### src/include/mips_cfg.svh
`ifndef MIPS_CFG_SVH
`define MIPS_CFG_SVH

// datapath word
`define MIPS_DATA_W 32

// 16 lines of one word each
`define MIPS_CACHE_IDX_W 4

// backing store
`define MIPS_MEM_WORDS 256
`define MIPS_MEM_LAT 4
`define MIPS_MEM_FILL 32'h1000_0000

`endif

### src/source/cache_bus_if.sv
`timescale 1ns/1ns

interface cache_bus_if;
    logic we;         // line write on this edge
    logic set_dirty;
    logic fill_sel;   // 1 picks store data over memory rdata
    logic hit;
    logic dirty;      // indexed line valid and dirty

    modport ctrl (
        output we,
        output set_dirty,
        output fill_sel,
        input  hit,
        input  dirty
    );

    modport cache (
        input  we,
        input  set_dirty,
        input  fill_sel,
        output hit,
        output dirty
    );
endinterface

### src/source/mem_bus_if.sv
`timescale 1ns/1ns
`include "mips_cfg.svh"

interface mem_bus_if;
    logic                    req;   // held until done
    logic                    we;
    logic [`MIPS_DATA_W-1:0] addr;  // byte address
    logic [`MIPS_DATA_W-1:0] wdata;
    logic [`MIPS_DATA_W-1:0] rdata;
    logic                    done;  // single cycle pulse

    modport ctrl (
        output req,
        output we,
        input  done
    );

    // we picks victim or requested address
    modport cache (
        input  we,
        input  rdata,
        output addr,
        output wdata
    );

    modport mem (
        input  req,
        input  we,
        input  addr,
        input  wdata,
        output rdata,
        output done
    );
endinterface

### src/source/data_cache.sv
`timescale 1ns/1ns
`include "mips_cfg.svh"

module data_cache (
    input  logic                    clk,
    input  logic                    rst_n,
    input  logic [`MIPS_DATA_W-1:0] addr,
    input  logic [`MIPS_DATA_W-1:0] store_data,
    cache_bus_if.cache              cbus,
    mem_bus_if.cache                mbus,
    output logic [`MIPS_DATA_W-1:0] load_data
);

    localparam int DW    = `MIPS_DATA_W;
    localparam int IDX_W = `MIPS_CACHE_IDX_W;
    localparam int LINES = 1 << IDX_W;
    localparam int TAG_W = DW - 2 - IDX_W;

    logic [LINES-1:0] valid_q;
    logic [LINES-1:0] dirty_q;
    logic [TAG_W-1:0] tag_q [LINES];
    logic [DW-1:0]    data_q [LINES];

    logic [IDX_W-1:0] idx;
    logic [TAG_W-1:0] tag;
    logic [DW-1:0]    victim_addr;
    logic [DW-1:0]    wr_data;

    assign idx = addr[2 +: IDX_W];
    assign tag = addr[DW-1 -: TAG_W];

    assign cbus.hit   = valid_q[idx] && (tag_q[idx] == tag);
    assign cbus.dirty = valid_q[idx] && dirty_q[idx];

    assign victim_addr = {tag_q[idx], idx, 2'b00};
    assign mbus.addr   = mbus.we ? victim_addr : {addr[DW-1:2], 2'b00};
    assign mbus.wdata  = data_q[idx];

    assign wr_data   = cbus.fill_sel ? store_data : mbus.rdata;
    assign load_data = cbus.we ? wr_data : data_q[idx];  // refill bypass

    always_ff @(posedge clk or negedge rst_n) begin
        if (!rst_n) begin
            valid_q <= '0;
            dirty_q <= '0;
        end else if (cbus.we) begin
            valid_q[idx] <= 1'b1;
            dirty_q[idx] <= cbus.set_dirty;
        end
    end

    always_ff @(posedge clk) begin
        if (cbus.we) begin
            tag_q[idx]  <= tag;
            data_q[idx] <= wr_data;
        end
    end

endmodule

### src/flat_wrapper.sv
// flat-port wrapper written by rule: the top's interface ports become plain ports
module data_cache_flat 
  (clk, rst_n, addr, store_data, load_data, cbus_we, cbus_set_dirty, cbus_fill_sel, cbus_hit, cbus_dirty, mbus_we, mbus_rdata, mbus_addr, mbus_wdata);
  cache_bus_if cbus_i ();
  mem_bus_if mbus_i ();
  input  logic clk;
  input  logic rst_n;
  input  logic [`MIPS_DATA_W-1:0] addr;
  input  logic [`MIPS_DATA_W-1:0] store_data;
  output logic [`MIPS_DATA_W-1:0] load_data;
  input wire logic [$bits(cbus_i.we)-1:0] cbus_we;
  input wire logic [$bits(cbus_i.set_dirty)-1:0] cbus_set_dirty;
  input wire logic [$bits(cbus_i.fill_sel)-1:0] cbus_fill_sel;
  output wire logic [$bits(cbus_i.hit)-1:0] cbus_hit;
  output wire logic [$bits(cbus_i.dirty)-1:0] cbus_dirty;
  input wire logic [$bits(mbus_i.we)-1:0] mbus_we;
  input wire logic [$bits(mbus_i.rdata)-1:0] mbus_rdata;
  output wire logic [$bits(mbus_i.addr)-1:0] mbus_addr;
  output wire logic [$bits(mbus_i.wdata)-1:0] mbus_wdata;
  assign cbus_i.we = cbus_we;
  assign cbus_i.set_dirty = cbus_set_dirty;
  assign cbus_i.fill_sel = cbus_fill_sel;
  assign cbus_hit = cbus_i.hit;
  assign cbus_dirty = cbus_i.dirty;
  assign mbus_i.we = mbus_we;
  assign mbus_i.rdata = mbus_rdata;
  assign mbus_addr = mbus_i.addr;
  assign mbus_wdata = mbus_i.wdata;
  data_cache u_core (.clk(clk), .rst_n(rst_n), .addr(addr), .store_data(store_data), .cbus(cbus_i), .mbus(mbus_i), .load_data(load_data));
endmodule
### config.mk
export PLATFORM = sky130hd
export DESIGN_NAME = data_cache_flat
export DESIGN_NICKNAME = d
export VERILOG_FILES = /design/src/source/cache_bus_if.sv /design/src/source/mem_bus_if.sv /design/src/source/data_cache.sv /design/src/flat_wrapper.sv
export VERILOG_INCLUDE_DIRS = /design/src /design/src/include
export SDC_FILE = /design/constraint.sdc
export NUM_CORES = 1
export LEC_CHECK = 0
export BUFFER_PORTS_ARGS = -buffer_cell sky130_fd_sc_hd__buf_2
export CAP_MARGIN = 20
export CORE_UTILIZATION = 40
export DETAILED_ROUTE_END_ITERATION = 12
export MAX_ROUTING_LAYER = met4
export PLACE_DENSITY = 0.61
export SYNTH_ARGS = -nofsm -noshare
export SYNTH_HDL_FRONTEND = slang
export SYNTH_SLANG_ARGS = --single-unit
### constraint.sdc
create_clock -name clk -period 6 [get_ports clk]
set_clock_uncertainty 0.05 [all_clocks]
set_input_delay 1.2 -clock clk [delete_from_list [all_inputs] [get_ports clk]]
set_output_delay 1.2 -clock clk [all_outputs]
set_load 0.03 [all_outputs]
# Word-level counts from Yosys, hierarchy flattened
# Memory sizes are Yosys's and may differ from the RTL's.
# Cells that the tools add are included.
[totals]
regBits = 32
latchBits = 0
ram_bits = 928
mem_bits_ro = 0
out_inout_bits = 98
n_memories = 2
[memory_table]
columns = ["memory", "depth", "word_bits", "rd", "rd_ports_with_merged_regs", "write_ports", "line_no", "source"]
rows = [
  ["u_core.data_q", 16, 32, 1, 0, 1, "data_cache.sv:22", "logic [DW-1:0] data_q [LINES];"],
  ["u_core.tag_q", 16, 26, 1, 0, 1, "data_cache.sv:21", "logic [TAG_W-1:0] tag_q [LINES];"],
]
[classes]
addsub = 0
n_mul = 0
div_mod_pow = 0
magnitude_cmp = 2
n_eq_ne = 1
shift = 0
muxes = 12
bitwise = 1
n_reduce_logical = 3
[ops]
columns = ["operator", "count"]
rows = [
  ["$mux 32", 3],
  ["$eq 26x26->1", 1],
  ["$bwmux 16", 1],
  ["$or 16x16->16", 1],
  ["$bmux 1 s4", 2],
  ["$lt 4x5->1 const B", 1],
  ["$mux 1", 5],
  ["$demux 1 s4", 1],
  ["$ge 4x1->1 const B", 1],
  ["$logic_and 1x1->1", 3],
]

# Logic depth before layout (Yosys ltp)
# Gate-level depths: netlist of run 1.
[logic_depth]
word_depth = 5
mapped_depth = 14

# Worst setup path after synthesis of run 1
# Ideal clock, no wire load.
[synth_timing]
path_kind = "input to register"
from = "input addr[5]"
to = "register u_core.dirty_q[15]"
setup_ns = 0.127
arrival_ns = 5.663
t_required_ns = 5.823
path_slack_ns = 0.160
stages = 10
path_cell_list = "buf_6 > buf_6 > buf_2 > buf_2 > buf_2 > buf_2 > buf_2 > nand3_1 > nor2_1 > mux2_2"
[synth_via]
elab_chain_len = 5
[synth_lines]
columns = ["item", "line_no", "source"]
rows = [
  ["start, declared", "flat_wrapper.sv:8", "input logic [`MIPS_DATA_W-1:0] addr;"],
  ["$lt 4x5->1 (implied by the code) / $ge 4x1->1 (equally long branches)", "data_cache.sv:48", "dirty_q[idx] <= cbus.set_dirty;"],
  ["$logic_and 1x1->1 (implied by the code)", "data_cache.sv:48", ""],
  ["$mux 1 (implied by the code)", "data_cache.sv:48", ""],
  ["$demux 1 s4 (*)", "-", ""],
  ["$bwmux 16 (*)", "data_cache.sv:48", ""],
  ["end signal, assigned by index", "data_cache.sv:48", ""],
  ["end, declared", "data_cache.sv:20", "logic [LINES-1:0] dirty_q;"],
]
# Mark *: on every way between the ends. The rest lies on a longest branch, timed or not.
# A chain may end at the register's enable or synchronous reset.

# Worst setup path in the final report of run 1
[layout_timing]
from = "input addr[2]"
to = "output cbus_hit"
[layout_via]
elab_chain_len = 3
[layout_lines]
columns = ["item", "line_no", "source"]
rows = [
  ["$mem_v2 16x26 / $bmux 1 s4 (equally long branches)", "-", ""],
  ["$eq 26x26->1 / $mux 1 (equally long branches)", "data_cache.sv:32", "assign cbus.hit = valid_q[idx] && (tag_q[idx] == tag);"],
  ["$logic_and 1x1->1 (*)", "data_cache.sv:32", ""],
  ["end, declared", "flat_wrapper.sv:14", "output wire logic [$bits(cbus_i.hit)-1:0] cbus_hit;"],
]
# Mark *: on every way between the ends. The rest lies on a longest branch, timed or not. The select of a mux whose other input is x is not followed.

==> metrics.md, run 1 <==
| Metric | Value |
|---|---|
| Status | finished clean |
| H-tree levels | 3 |
| Drt total wl | 89,600 microns |
| Hold path endpoint | u_core.valid_q[3]$_DFFE_PN0P_ |
| Post-Synth Simple-Gate Area | 0.0139 |
| R2R depth | 1 |
| Remaining global-route overflow | 0 |
| I/O Pins | 200 |
| Critical Path Fanout Max | 24 |
| Reg2Reg Setup Slack | 5.16 ns |
| Clk slew on worst S/H paths | 0.06 ns |
| Vias in the first global route | 19,200 |
| CP Buf/Inv Count | 3 |
| Max stage delay cell, worst path | mux4_2 |
| First-pass GRT wire length | 131,000 microns |
| Post-synthesis mux area share | 0.206 |
| Vias per cell | 5.55 |
| CP Cell Sequence | buf_8, buf_4, mux4_2, mux2i_1, o221ai_1, nor4b_1, o2111ai_1, a2111o_1, a2111oi_2, buf_2 |
| CTS tree | done |
| Critical path's top delay family | compound AO/OA/AOI/OAI gates |
| Initial core utilization | 0.404 |
| Die ar. | 0.0973 sq mm |
| CTS Hold Bufs | 0 |
| Post-route ant nets | 0 |
| Placer Congestion | 0.817 |
| Max-cap viol count | 0 |
| Worst skew pair latency | 0.65 ns |
| Detailed-route via count | 18,500 |
| Largest net degree at the start of global routing | 97 |
| Fmax | 0.172 GHz |
| RSZ-0062 raised after global routing | false |
| Final setup vio count | 0 |
| Chip height | 312 microns |
| Total negative slack | 0 ns |
| Num Clock Sinks | 960 |
| Post-Synth XOR/XNOR Area | 0.00661 |
| Worst reg2reg path endpoint | u_core.valid_q[2]$_DFFE_PN0P_ |
| Sequential share of the synthesized area | 0.746 |
| Share of layout cells above drive strength 1 | 0.396 |
| Final Slew Violations | 0 |
| Initial antenna violation count | 5 |
| Hold Startpoint | u_core.valid_q[3]$_DFFE_PN0P_ |
| Hold/Removal Path Class | flip-flop to flip-flop |
| IO buf count | 195 |
| DRT iter0 DRCs | 1,901 |
| Largest family of logic cells by synthesized area | multiplexers |
| Pleak | 14.4 nW |
| Post-synthesis cell type count | 54 |
| Max_slew headroom | 0.277 |
| Dpl hpwl | 49,800 microns |
| Drt wl/cell | 26.9 microns |
| Num CTS Buffers | 97 |
| Adder-cell area share of the yosys netlist | 0 |
| Clock Tree Buf Depth | 3 |
| Die W | 312 microns |
| Critical Path Sink Type | primary output |
| Peak supply drop | 0.199 mV |
| DRT Pass-1 Iters | 4 |
| Ys async rst share | 0.0333 |
| Final hold violation count | 0 |
| Fin cells | 3,333 |
| Commonest non-fill, non-tap cell in the layout | edfxtp_1 |
| All-Layer GR Usage | 0.190 |
| Most frequent cells in the layout | edfxtp_1 (928), mux4_2 (265), buf_2 (191), mux2_2 (112), clkbuf_16 (98) |
| WS Path Type | primary input to primary output |
| Post-synthesis cell count | 1,716 |
| CP Data Required Time | 4.75 ns |
| Synth-to-Final Area Change | 15.5% |
| Mapped cell area | 0.0384 sq mm |
| Crit-path max cell delay | 0.57 ns |
| Yosys reg bits | 960 |
| Core ar. | 0.0950 sq mm |
| Rows | 113 |
| Warnings, synthesis | 0 |
| PostCTS Resize Cnt | 0 |
| Measured slew at the worst slew-check pin | 1.09 ns |
| Synth Area in Compound Gates | 0.0128 |
| Most used DFF post-synth | edfxtp_1 |
| Hold Crit Depth | 1 |
| Critical Path Source Type | primary input |
| Filler Cells Inserted | 7,873 |
| Synthesized area per cell | 22.4 sq um |
| Placed cell count | 3,148 |
| Post-layout min period | 5.80 ns |
| Reg2reg start | u_core.valid_q[2]$_DFFE_PN0P_ |
| Post-CTS setup buffer count | 0 |
| Nets | 2,084 |
| Worst Path Arrival | 4.55 ns |
| Number of remaining DRC errors | 0 |
| Final period util | 0.967 |
| Cell Pwr Density | 334 mW/mm^2 |
| Post-synth EDFFs | 928 |
| Pwr Total | 14.8 mW |
| Clock root cell | clkbuf_16 |
[kinds of logic after synthesis]
kind of cell	after synthesis
compound gates	71
xor+xnor	29
buf+inv	108
flops	960
mux	442
other cells	1
simple gates	105
[state kept, by name, summed over array words and instances, names as in the netlist]
| register | flops |
|---|---|
| u_core.data_q | 512 |
| u_core.tag_q | 416 |
| u_core.dirty_q | 16 |
| u_core.valid_q | 16 |
[worst max-delay path by stage]
stage	from	end	cells past startpoint
2_1_floorplan	addr[5]	u_core.dirty_q[15]$_DFFE_PN0P_	10
4_1_cts	addr[2]	cbus_hit	10
3_3_place_gp	addr[2]	cbus_hit	9
5_1_grt	addr[2]	cbus_hit	10
6_report	addr[2]	cbus_hit	10
3_5_place_dp	addr[2]	cbus_hit	10
[cell usage after synthesis (5+ instances only)]
master / number / area share
inv_1: 9 / 0.00088
buf_2: 35 / 0.0046
nor2b_1: 7 / 0.0011
a211oi_1: 5 / 0.00098
o21ai_0: 14 / 0.0018
mux2i_1: 60 / 0.016
mux2_2: 112 / 0.033
buf_4: 15 / 0.0029
or2_2: 17 / 0.0028
edfxtp_1: 928 / 0.73
o22ai_1: 8 / 0.0013
nor2_1: 31 / 0.0030
xnor2_1: 22 / 0.0050
a21oi_1: 11 / 0.0014
nand2_1: 20 / 0.0020
nand2b_1: 7 / 0.0011
mux4_2: 265 / 0.16
buf_1: 14 / 0.0014
dfrtp_1: 32 / 0.021
xor2_1: 7 / 0.0016
a22oi_1: 10 / 0.0020
nor3_1: 5 / 0.00065
clkbuf_1: 27 / 0.0026
[where the power goes]
group          internal, mW  leakage [nW]  total [mW]  switching (mW)
Combinational         0.481          4.11        1.21           0.732
Clock                  3.48          1.54        6.00            2.53
Sequential             7.56          8.74        7.61          0.0483
Total                  11.5          14.4        14.8            3.31
[layout make-up]
type / instances / area [sq um] / share of cell area
antenna: 5 / 12.5 / 0.000282
clock buffer: 115 / 2520 / 0.0567
clock inverter: 65 / 636 / 0.0143
inverter: 10 / 37.5 / 0.000846
multi-input combinational: 649 / 9300 / 0.210
sequential: 960 / 28700 / 0.646
tap: 1265 / 1580 / 0.0357
timing repair buffer: 264 / 1630 / 0.0366
[layer usage]
metal / global-route usage / vias up / routed length (microns) / share of wire
met5: - / - / 0 / 0
met4: 0.0380 / 0 / 1460 / 0.016
met3: 0.0344 / 114 / 5530 / 0.062
met2: 0.296 / 620 / 43600 / 0.49
met1: 0.264 / 9974 / 39000 / 0.44
li1: - / 7787 / - / -
[through the flow]
stage	hold WS (ns)	setup slack [ns]	util	instance area [sq um]
finish	0.411	0.195	0.467	44400
global route	0.426	0.0328	0.467	44400
CTS	0.412	0.193	0.467	44400
detailed placement	0.401	0.273	0.434	41200
global placement	0.396	0.255	0.434	41200
floorplan	0.384	0.160	-	38400
Note: power is estimated with default switching activity, not from simulation.
==> run 2: changes to the inputs <==
- ABC_AREA: not set -> 1
==> run 2 against run 1 <==
  * Utilization decreased by 0.16 points
  * Critical path type unchanged
  * Die area increased by 0.16%
  * Critical endpoint is now cbus_dirty
  * Clock power shrank 3.8%
  * Synthesized cell count up 84%
  * Setup slack improved by 0.28 ns
  * Critical path depth grew 1
==> metrics.md, run 2 <==
| Metric | Value |
|---|---|
| Status | finished clean |
| Core ar. | 0.0952 sq mm |
| Warnings, synthesis | 0 |
| Post-CTS setup buffer count | 0 |
| Filler Cells Inserted | 8,393 |
| Drt wl/cell | 21.1 microns |
| Chip height | 312 microns |
| Largest register by flop count | u_core.data_q |
| H-tree levels | 3 |
| Clk slew on worst S/H paths | 0.06 ns |
| Core Util, Final | 0.466 |
| Mapped cell area | 0.0385 sq mm |
| Sequential share of the synthesized area | 0.745 |
| Final period util | 0.921 |
| Drt total wl | 99,400 microns |
| Largest net degree at the start of global routing | 91 |
| Area contributors post-synth | edfxtp_1 (72%), nand2_1 (13%), a22oi_1 (5.1%) |
| Register area | 0.0287 sq mm |
| Post-synthesis cell type count | 28 |
| Placer Congestion | 0.779 |
| I/O Pins | 200 |
| Crit-path max cell delay | 0.58 ns |
| Die W | 312 microns |
| Worst skew pair latency | 0.64 ns |
| Rows | 113 |
| CTS tree | done |
| IO buf count | 195 |
| Dpl hpwl | 51,600 microns |
| Fmax | 0.181 GHz |
| Post-layout min period | 5.53 ns |
| Max-cap viol count | 0 |
| Cell Pwr Density | 328 mW/mm^2 |
| Area leader, netlist | edfxtp_1 |
| Vias in the first global route | 22,800 |
| Worst hold slack | 0.403 ns |
| CP Data Required Time | 4.75 ns |
| Peak supply drop | 0.212 mV |
| Biggest regs | u_core.data_q: 512 flops, u_core.tag_q: 416 flops |
| Synthesized area per cell | 12.2 sq um |
| Most used DFF post-synth | edfxtp_1 |
| Post-synthesis cell count | 3,158 |
| Total negative slack | 0 ns |
| PostCTS Resize Cnt | 0 |
| Ys async rst share | 0.0333 |
| Max stage delay cell, worst path | a21boi_0 |
| Final setup vio count | 0 |
| Post-synth EDFFs | 928 |
| Fin area | 0.0443 sq mm |
| Pleak | 16.8 nW |
| Remaining global-route overflow | 0 |
| Most frequent cells in the layout | nand2_1 (1,328), edfxtp_1 (928), a22oi_1 (261), buf_2 (194), o21ai_0 (128) |
| Clock Tree Buf Depth | 3 |
| Initial antenna violation count | 3 |
| Num Clock Sinks | 960 |
| Vias per cell | 5.17 |
| Commonest cells post-synth | nand2_1 (1,328), edfxtp_1 (928), a22oi_1 (261) |
| DRT Pass-1 Iters | 6 |
| Number of remaining DRC errors | 0 |
| Nets | 3,462 |
| Share of layout cells above drive strength 1 | 0.128 |
| WS Path Type | primary input to primary output |
| Multi-input gate area in the final layout | 0.00880 sq mm |
| Max_slew headroom | 0.378 |
| DRT iter0 DRCs | 2,228 |
| Commonest non-fill, non-tap cell in the layout | nand2_1 |
| CP Cell Sequence | buf_2, clkinv_2, nor2_4, buf_12, buf_4, inv_2, o221ai_1, a21o_1, a21oi_1, a21boi_0, buf_2 |
| RSZ-0062 raised after global routing | false |
| Final Slew Violations | 0 |
| Placed cell count | 4,526 |
| Synth-to-Final Area Change | 15.1% |
| Fin cells | 4,707 |
| Measured slew at the worst slew-check pin | 0.933 ns |
| Critical Path Source Type | primary input |
| Worst Path Arrival | 4.28 ns |
| Hold/Removal Path Class | flip-flop to flip-flop |
| CP most frequent cell | buf_2 |
| Metal2 WL | 47,100 microns |
| Detailed-route via count | 24,400 |
| Final hold violation count | 0 |
| Most numerous cell in the Yosys netlist | nand2_1 |
| Num CTS Buffers | 97 |
| Die ar. | 0.0975 sq mm |
| Critical Path Sink Type | primary output |
| Post-route ant nets | 0 |
| Synth top area share | 0.724 |
| Clock root cell | clkbuf_16 |
| Yosys reg bits | 960 |
| Wire length on met3 | 6790 microns |
| First-pass GRT wire length | 147,000 microns |
| All-Layer GR Usage | 0.208 |
| Initial core utilization | 0.404 |
| Flip-flop count of the largest register after layout | 512 |
| CTS Hold Bufs | 0 |
| Uppermost layer routed | met4 |
| Critical Path Fanout Max | 64 |
| Placed cell area | 0.0413 sq mm |
| Wl on met1 | 43,700 microns |
[run 2: power breakdown]
part / switching [mW] / total, mW / internal (mW)
logic: 0.860 / 1.16 / 0.301
clock network: 2.48 / 5.77 / 3.28
registers: 0.0444 / 7.60 / 7.55
total: 3.39 / 14.5 / 11.1
[run 2: path summary, 6_finish.rpt]
| kind | startpoint | endpoint | slack [ns] | depth (start not counted) |
|---|---|---|---|---|
| min reg2reg | u_core.valid_q[3]$_DFFE_PN0P_ | u_core.valid_q[3]$_DFFE_PN0P_ | 0.40 | 2 |
| max | addr[3] | cbus_dirty | 0.47 | 11 |
| max in group asynchronous | rst_n | u_core.valid_q[5]$_DFFE_PN0P_ | 4.86 | 1 |
| min | u_core.valid_q[3]$_DFFE_PN0P_ | u_core.valid_q[3]$_DFFE_PN0P_ | 0.40 | 2 |
| min in group asynchronous | rst_n | u_core.valid_q[15]$_DFFE_PN0P_ | 0.56 | 1 |
| max reg2reg | u_core.valid_q[9]$_DFFE_PN0P_ | u_core.valid_q[9]$_DFFE_PN0P_ | 5.15 | 1 |
[run 2: through the flow]
step                power, mW  setup WS [ns]
CTS                      14.6          0.473
finish                   14.5          0.475
floorplan                8.45          0.778
detailed placement       8.91          0.492
global route             15.0          0.322
global placement         8.89          0.421
[run 2: kinds of logic after synthesis]
family,count (synthesis),synth area share
DFF,960,0.745
AOI/OAI and AO/OA,433,0.0745
buffers and inverters,276,0.0304
other,1,0.0000974
and+or+nand+nor,1488,0.150
[run 2: routing by layer]
metal	vias up	track usage
li1	11500	-
met1	11900	0.286
met2	857	0.325
met3	123	0.0271
met4	0	0.0548
met5	-	-
[run 2: cell type report]
| type | instances | share of cell area |
|---|---|---|
| Multi-Input combinational cell | 1923 | 0.199 |
| Tap cell | 1265 | 0.0357 |
| Antenna cell | 3 | 0.000169 |
| Clock buffer | 125 | 0.0588 |
| Timing Repair Buffer | 269 | 0.0403 |
| Inverter | 109 | 0.00949 |
| Clock inverter | 53 | 0.00966 |
| Sequential cell | 960 | 0.647 |
[run 2: critical path, delay by kind of cell]
kind / cells / cell delay [ns]
buffers and inverters: 6 / 1.82
AOI/OAI and AO/OA: 4 / 0.95
and+or+nand+nor: 1 / 0.22
==> run 3: changes to the inputs <==
- CORE_UTILIZATION: 40 -> 55
- PLACE_DENSITY: 0.61 -> 0.78
==> run 3 against run 2 <==
  * Clock power down 0.7%
  * Sequential share of layout area up 0.85 points
  * Combinational power about the same
  * Count of clock-buffer cells in the layout is 7 lower
  * Global-route usage up 7.0 points
  * Routed wire length down 4.3%
  * Sequential power is essentially flat
  * Die area shrank 27%
  * Final area down 1.3%
  * Register-to-register slack worse by 0.02 ns
  * Largest cell class unchanged
  * Power down 0.25%
  * Sequential cell count did not move
==> metrics.md, run 3 (synthesis results as in run 2) <==
| Metric | Value |
|---|---|
| Status | finished clean |
| Core ar. | 0.0689 sq mm |
| Synth-to-Final Area Change | 13.6% |
| Drt wl/cell | 21.9 microns |
| Total negative slack | 0 ns |
| RSZ-0062 raised after global routing | false |
| Remaining global-route overflow | 0 |
| Fin cells | 4,353 |
| Num CTS Buffers | 94 |
| R2R depth | 1 |
| Final hold violation count | 0 |
| Clock Tree Buf Depth | 3 |
| DRT iter0 DRCs | 3,152 |
| Post-layout min period | 5.31 ns |
| Final setup vio count | 0 |
| Reg2Reg Setup Slack | 5.13 ns |
| Cell Pwr Density | 331 mW/mm^2 |
| Number of remaining DRC errors | 0 |
| PostCTS Resize Cnt | 0 |
| Clk slew on worst S/H paths | 0.06 ns |
| Max_slew headroom | 0.363 |
| Vias in the first global route | 24,400 |
| Critical Path Source Type | primary input |
| Largest net degree at the start of global routing | 137 |
| Measured slew at the worst slew-check pin | 0.955 ns |
| Commonest non-fill, non-tap cell in the layout | nand2_1 |
| Flip-flop count of the largest register after layout | 512 |
| CP Data Required Time | 4.75 ns |
| CTS Hold Bufs | 0 |
| WS Path Type | primary input to primary output |
| Die W | 267 microns |
| Post-route ant nets | 0 |
| Num Clock Sinks | 960 |
| First-pass GRT wire length | 143,000 microns |
| Final Slew Violations | 0 |
| Hold Crit Depth | 2 |
| Filler Cells Inserted | 4,898 |
| Clock root cell | clkbuf_16 |
| Drt total wl | 95,200 microns |
| Dpl hpwl | 49,100 microns |
| Worst skew pair latency | 0.65 ns |
| Detailed-route via count | 25,300 |
| Reg2reg start | u_core.valid_q[14]$_DFFE_PN0P_ |
| Hold Startpoint | u_core.valid_q[8]$_DFFE_PN0P_ |
| Hold/Removal Path Class | flip-flop to flip-flop |
| Placer Congestion | 0.796 |
| Worst reg2reg path endpoint | u_core.valid_q[14]$_DFFE_PN0P_ |
| Largest register by flop count | u_core.data_q |
| Initial antenna violation count | 1 |
| Hold path endpoint | u_core.valid_q[8]$_DFFE_PN0P_ |
| Die ar. | 0.0710 sq mm |
| Post-CTS setup buffer count | 0 |
| I/O Pins | 200 |
| Final period util | 0.884 |
| All-Layer GR Usage | 0.277 |
| DRT Pass-1 Iters | 6 |
| IO buf count | 195 |
| Placed cell count | 4,176 |
| Chip height | 267 microns |
| Rows | 96 |
| H-tree levels | 3 |
| Share of layout cells above drive strength 1 | 0.128 |
| Critical Path Sink Type | primary output |
| Max-cap viol count | 0 |
| Critical Path Fanout Max | 136 |
| Vias per cell | 5.81 |
| Fmax | 0.188 GHz |
| Worst Path Arrival | 4.06 ns |
| Initial core utilization | 0.558 |
| Peak supply drop | 0.270 mV |
| Nets | 3,445 |
| Worst hold slack | 0.404 ns |
| Biggest regs | u_core.data_q: 512 flops, u_core.tag_q: 416 flops |
| Most frequent cells in the layout | nand2_1 (1,328), edfxtp_1 (928), a22oi_1 (261), buf_2 (194), o21ai_0 (128) |
| CTS tree | done |
| Pleak | 16.8 nW |
## run 3: final cells by class
class,instances,area (sq um),share of cell area
Sequential cell,960,28700,0.656
Multi-Input combinational cell,1923,8800,0.201
Clock buffer,118,2520,0.0577
Timing Repair Buffer,255,1670,0.0381
Tap cell,931,1160,0.0266
Clock inverter,55,477,0.0109
Inverter,109,419,0.00959
Antenna cell,2,5.00,0.000114
## run 3: critical path, cell delays in order
cell and delay [ns]:
buf_4 0.23, inv_4 0.19, buf_12 0.47, nand2_1 0.14, nand2_1 0.09, nand2_1 0.05, nand2_1 0.08, nand2_1 0.06
nand2_1 0.13, nor2_1 0.10, nand2_1 0.08, nand2_1 0.08, nor2_1 0.17, nand2_1 0.07, nor2_1 0.13, nand2_1 0.14
nor2_1 0.23, buf_2 0.25
## run 3: how the worst max path moves through the flow
stage,start,end,cells after the start
after floorplan,addr[2],u_core.dirty_q[0]$_DFFE_PN0P_,8
after global placement,addr[2],cbus_hit,18
after detailed placement,addr[2],cbus_hit,18
after CTS,addr[2],cbus_hit,18
after global routing,addr[2],cbus_hit,18
final,addr[2],cbus_hit,18
## run 3: stage by stage
stage / setup slack [ns] / cell area [sq um] / utilization / total power [mW]
after CTS: 0.752 / 43700 / 0.633 / 14.5
after detailed placement: 0.831 / 40700 / 0.590 / 8.87
after global placement: 0.848 / 40700 / 0.590 / 8.83
final: 0.694 / 43700 / 0.634 / 14.5
after global routing: 0.617 / 43700 / 0.634 / 14.9
after floorplan: 0.778 / 38500 / - / 8.45
## run 3: report_power, final
| part | switching (mW) | leakage [nW] | internal (mW) |
|---|---|---|---|
| Combinational | 0.854 | 6.42 | 0.296 |
| Sequential | 0.0504 | 8.88 | 7.55 |
| Clock | 2.45 | 1.48 | 3.28 |
## run 3: layer usage
metal	track usage	vias to the layer above	part of all wire
li1	-	11400	-
met1	0.370	12200	0.39
met2	0.445	1430	0.48
met3	0.0435	192	0.10
met4	0.0797	0	0.024
met5	-	-	0
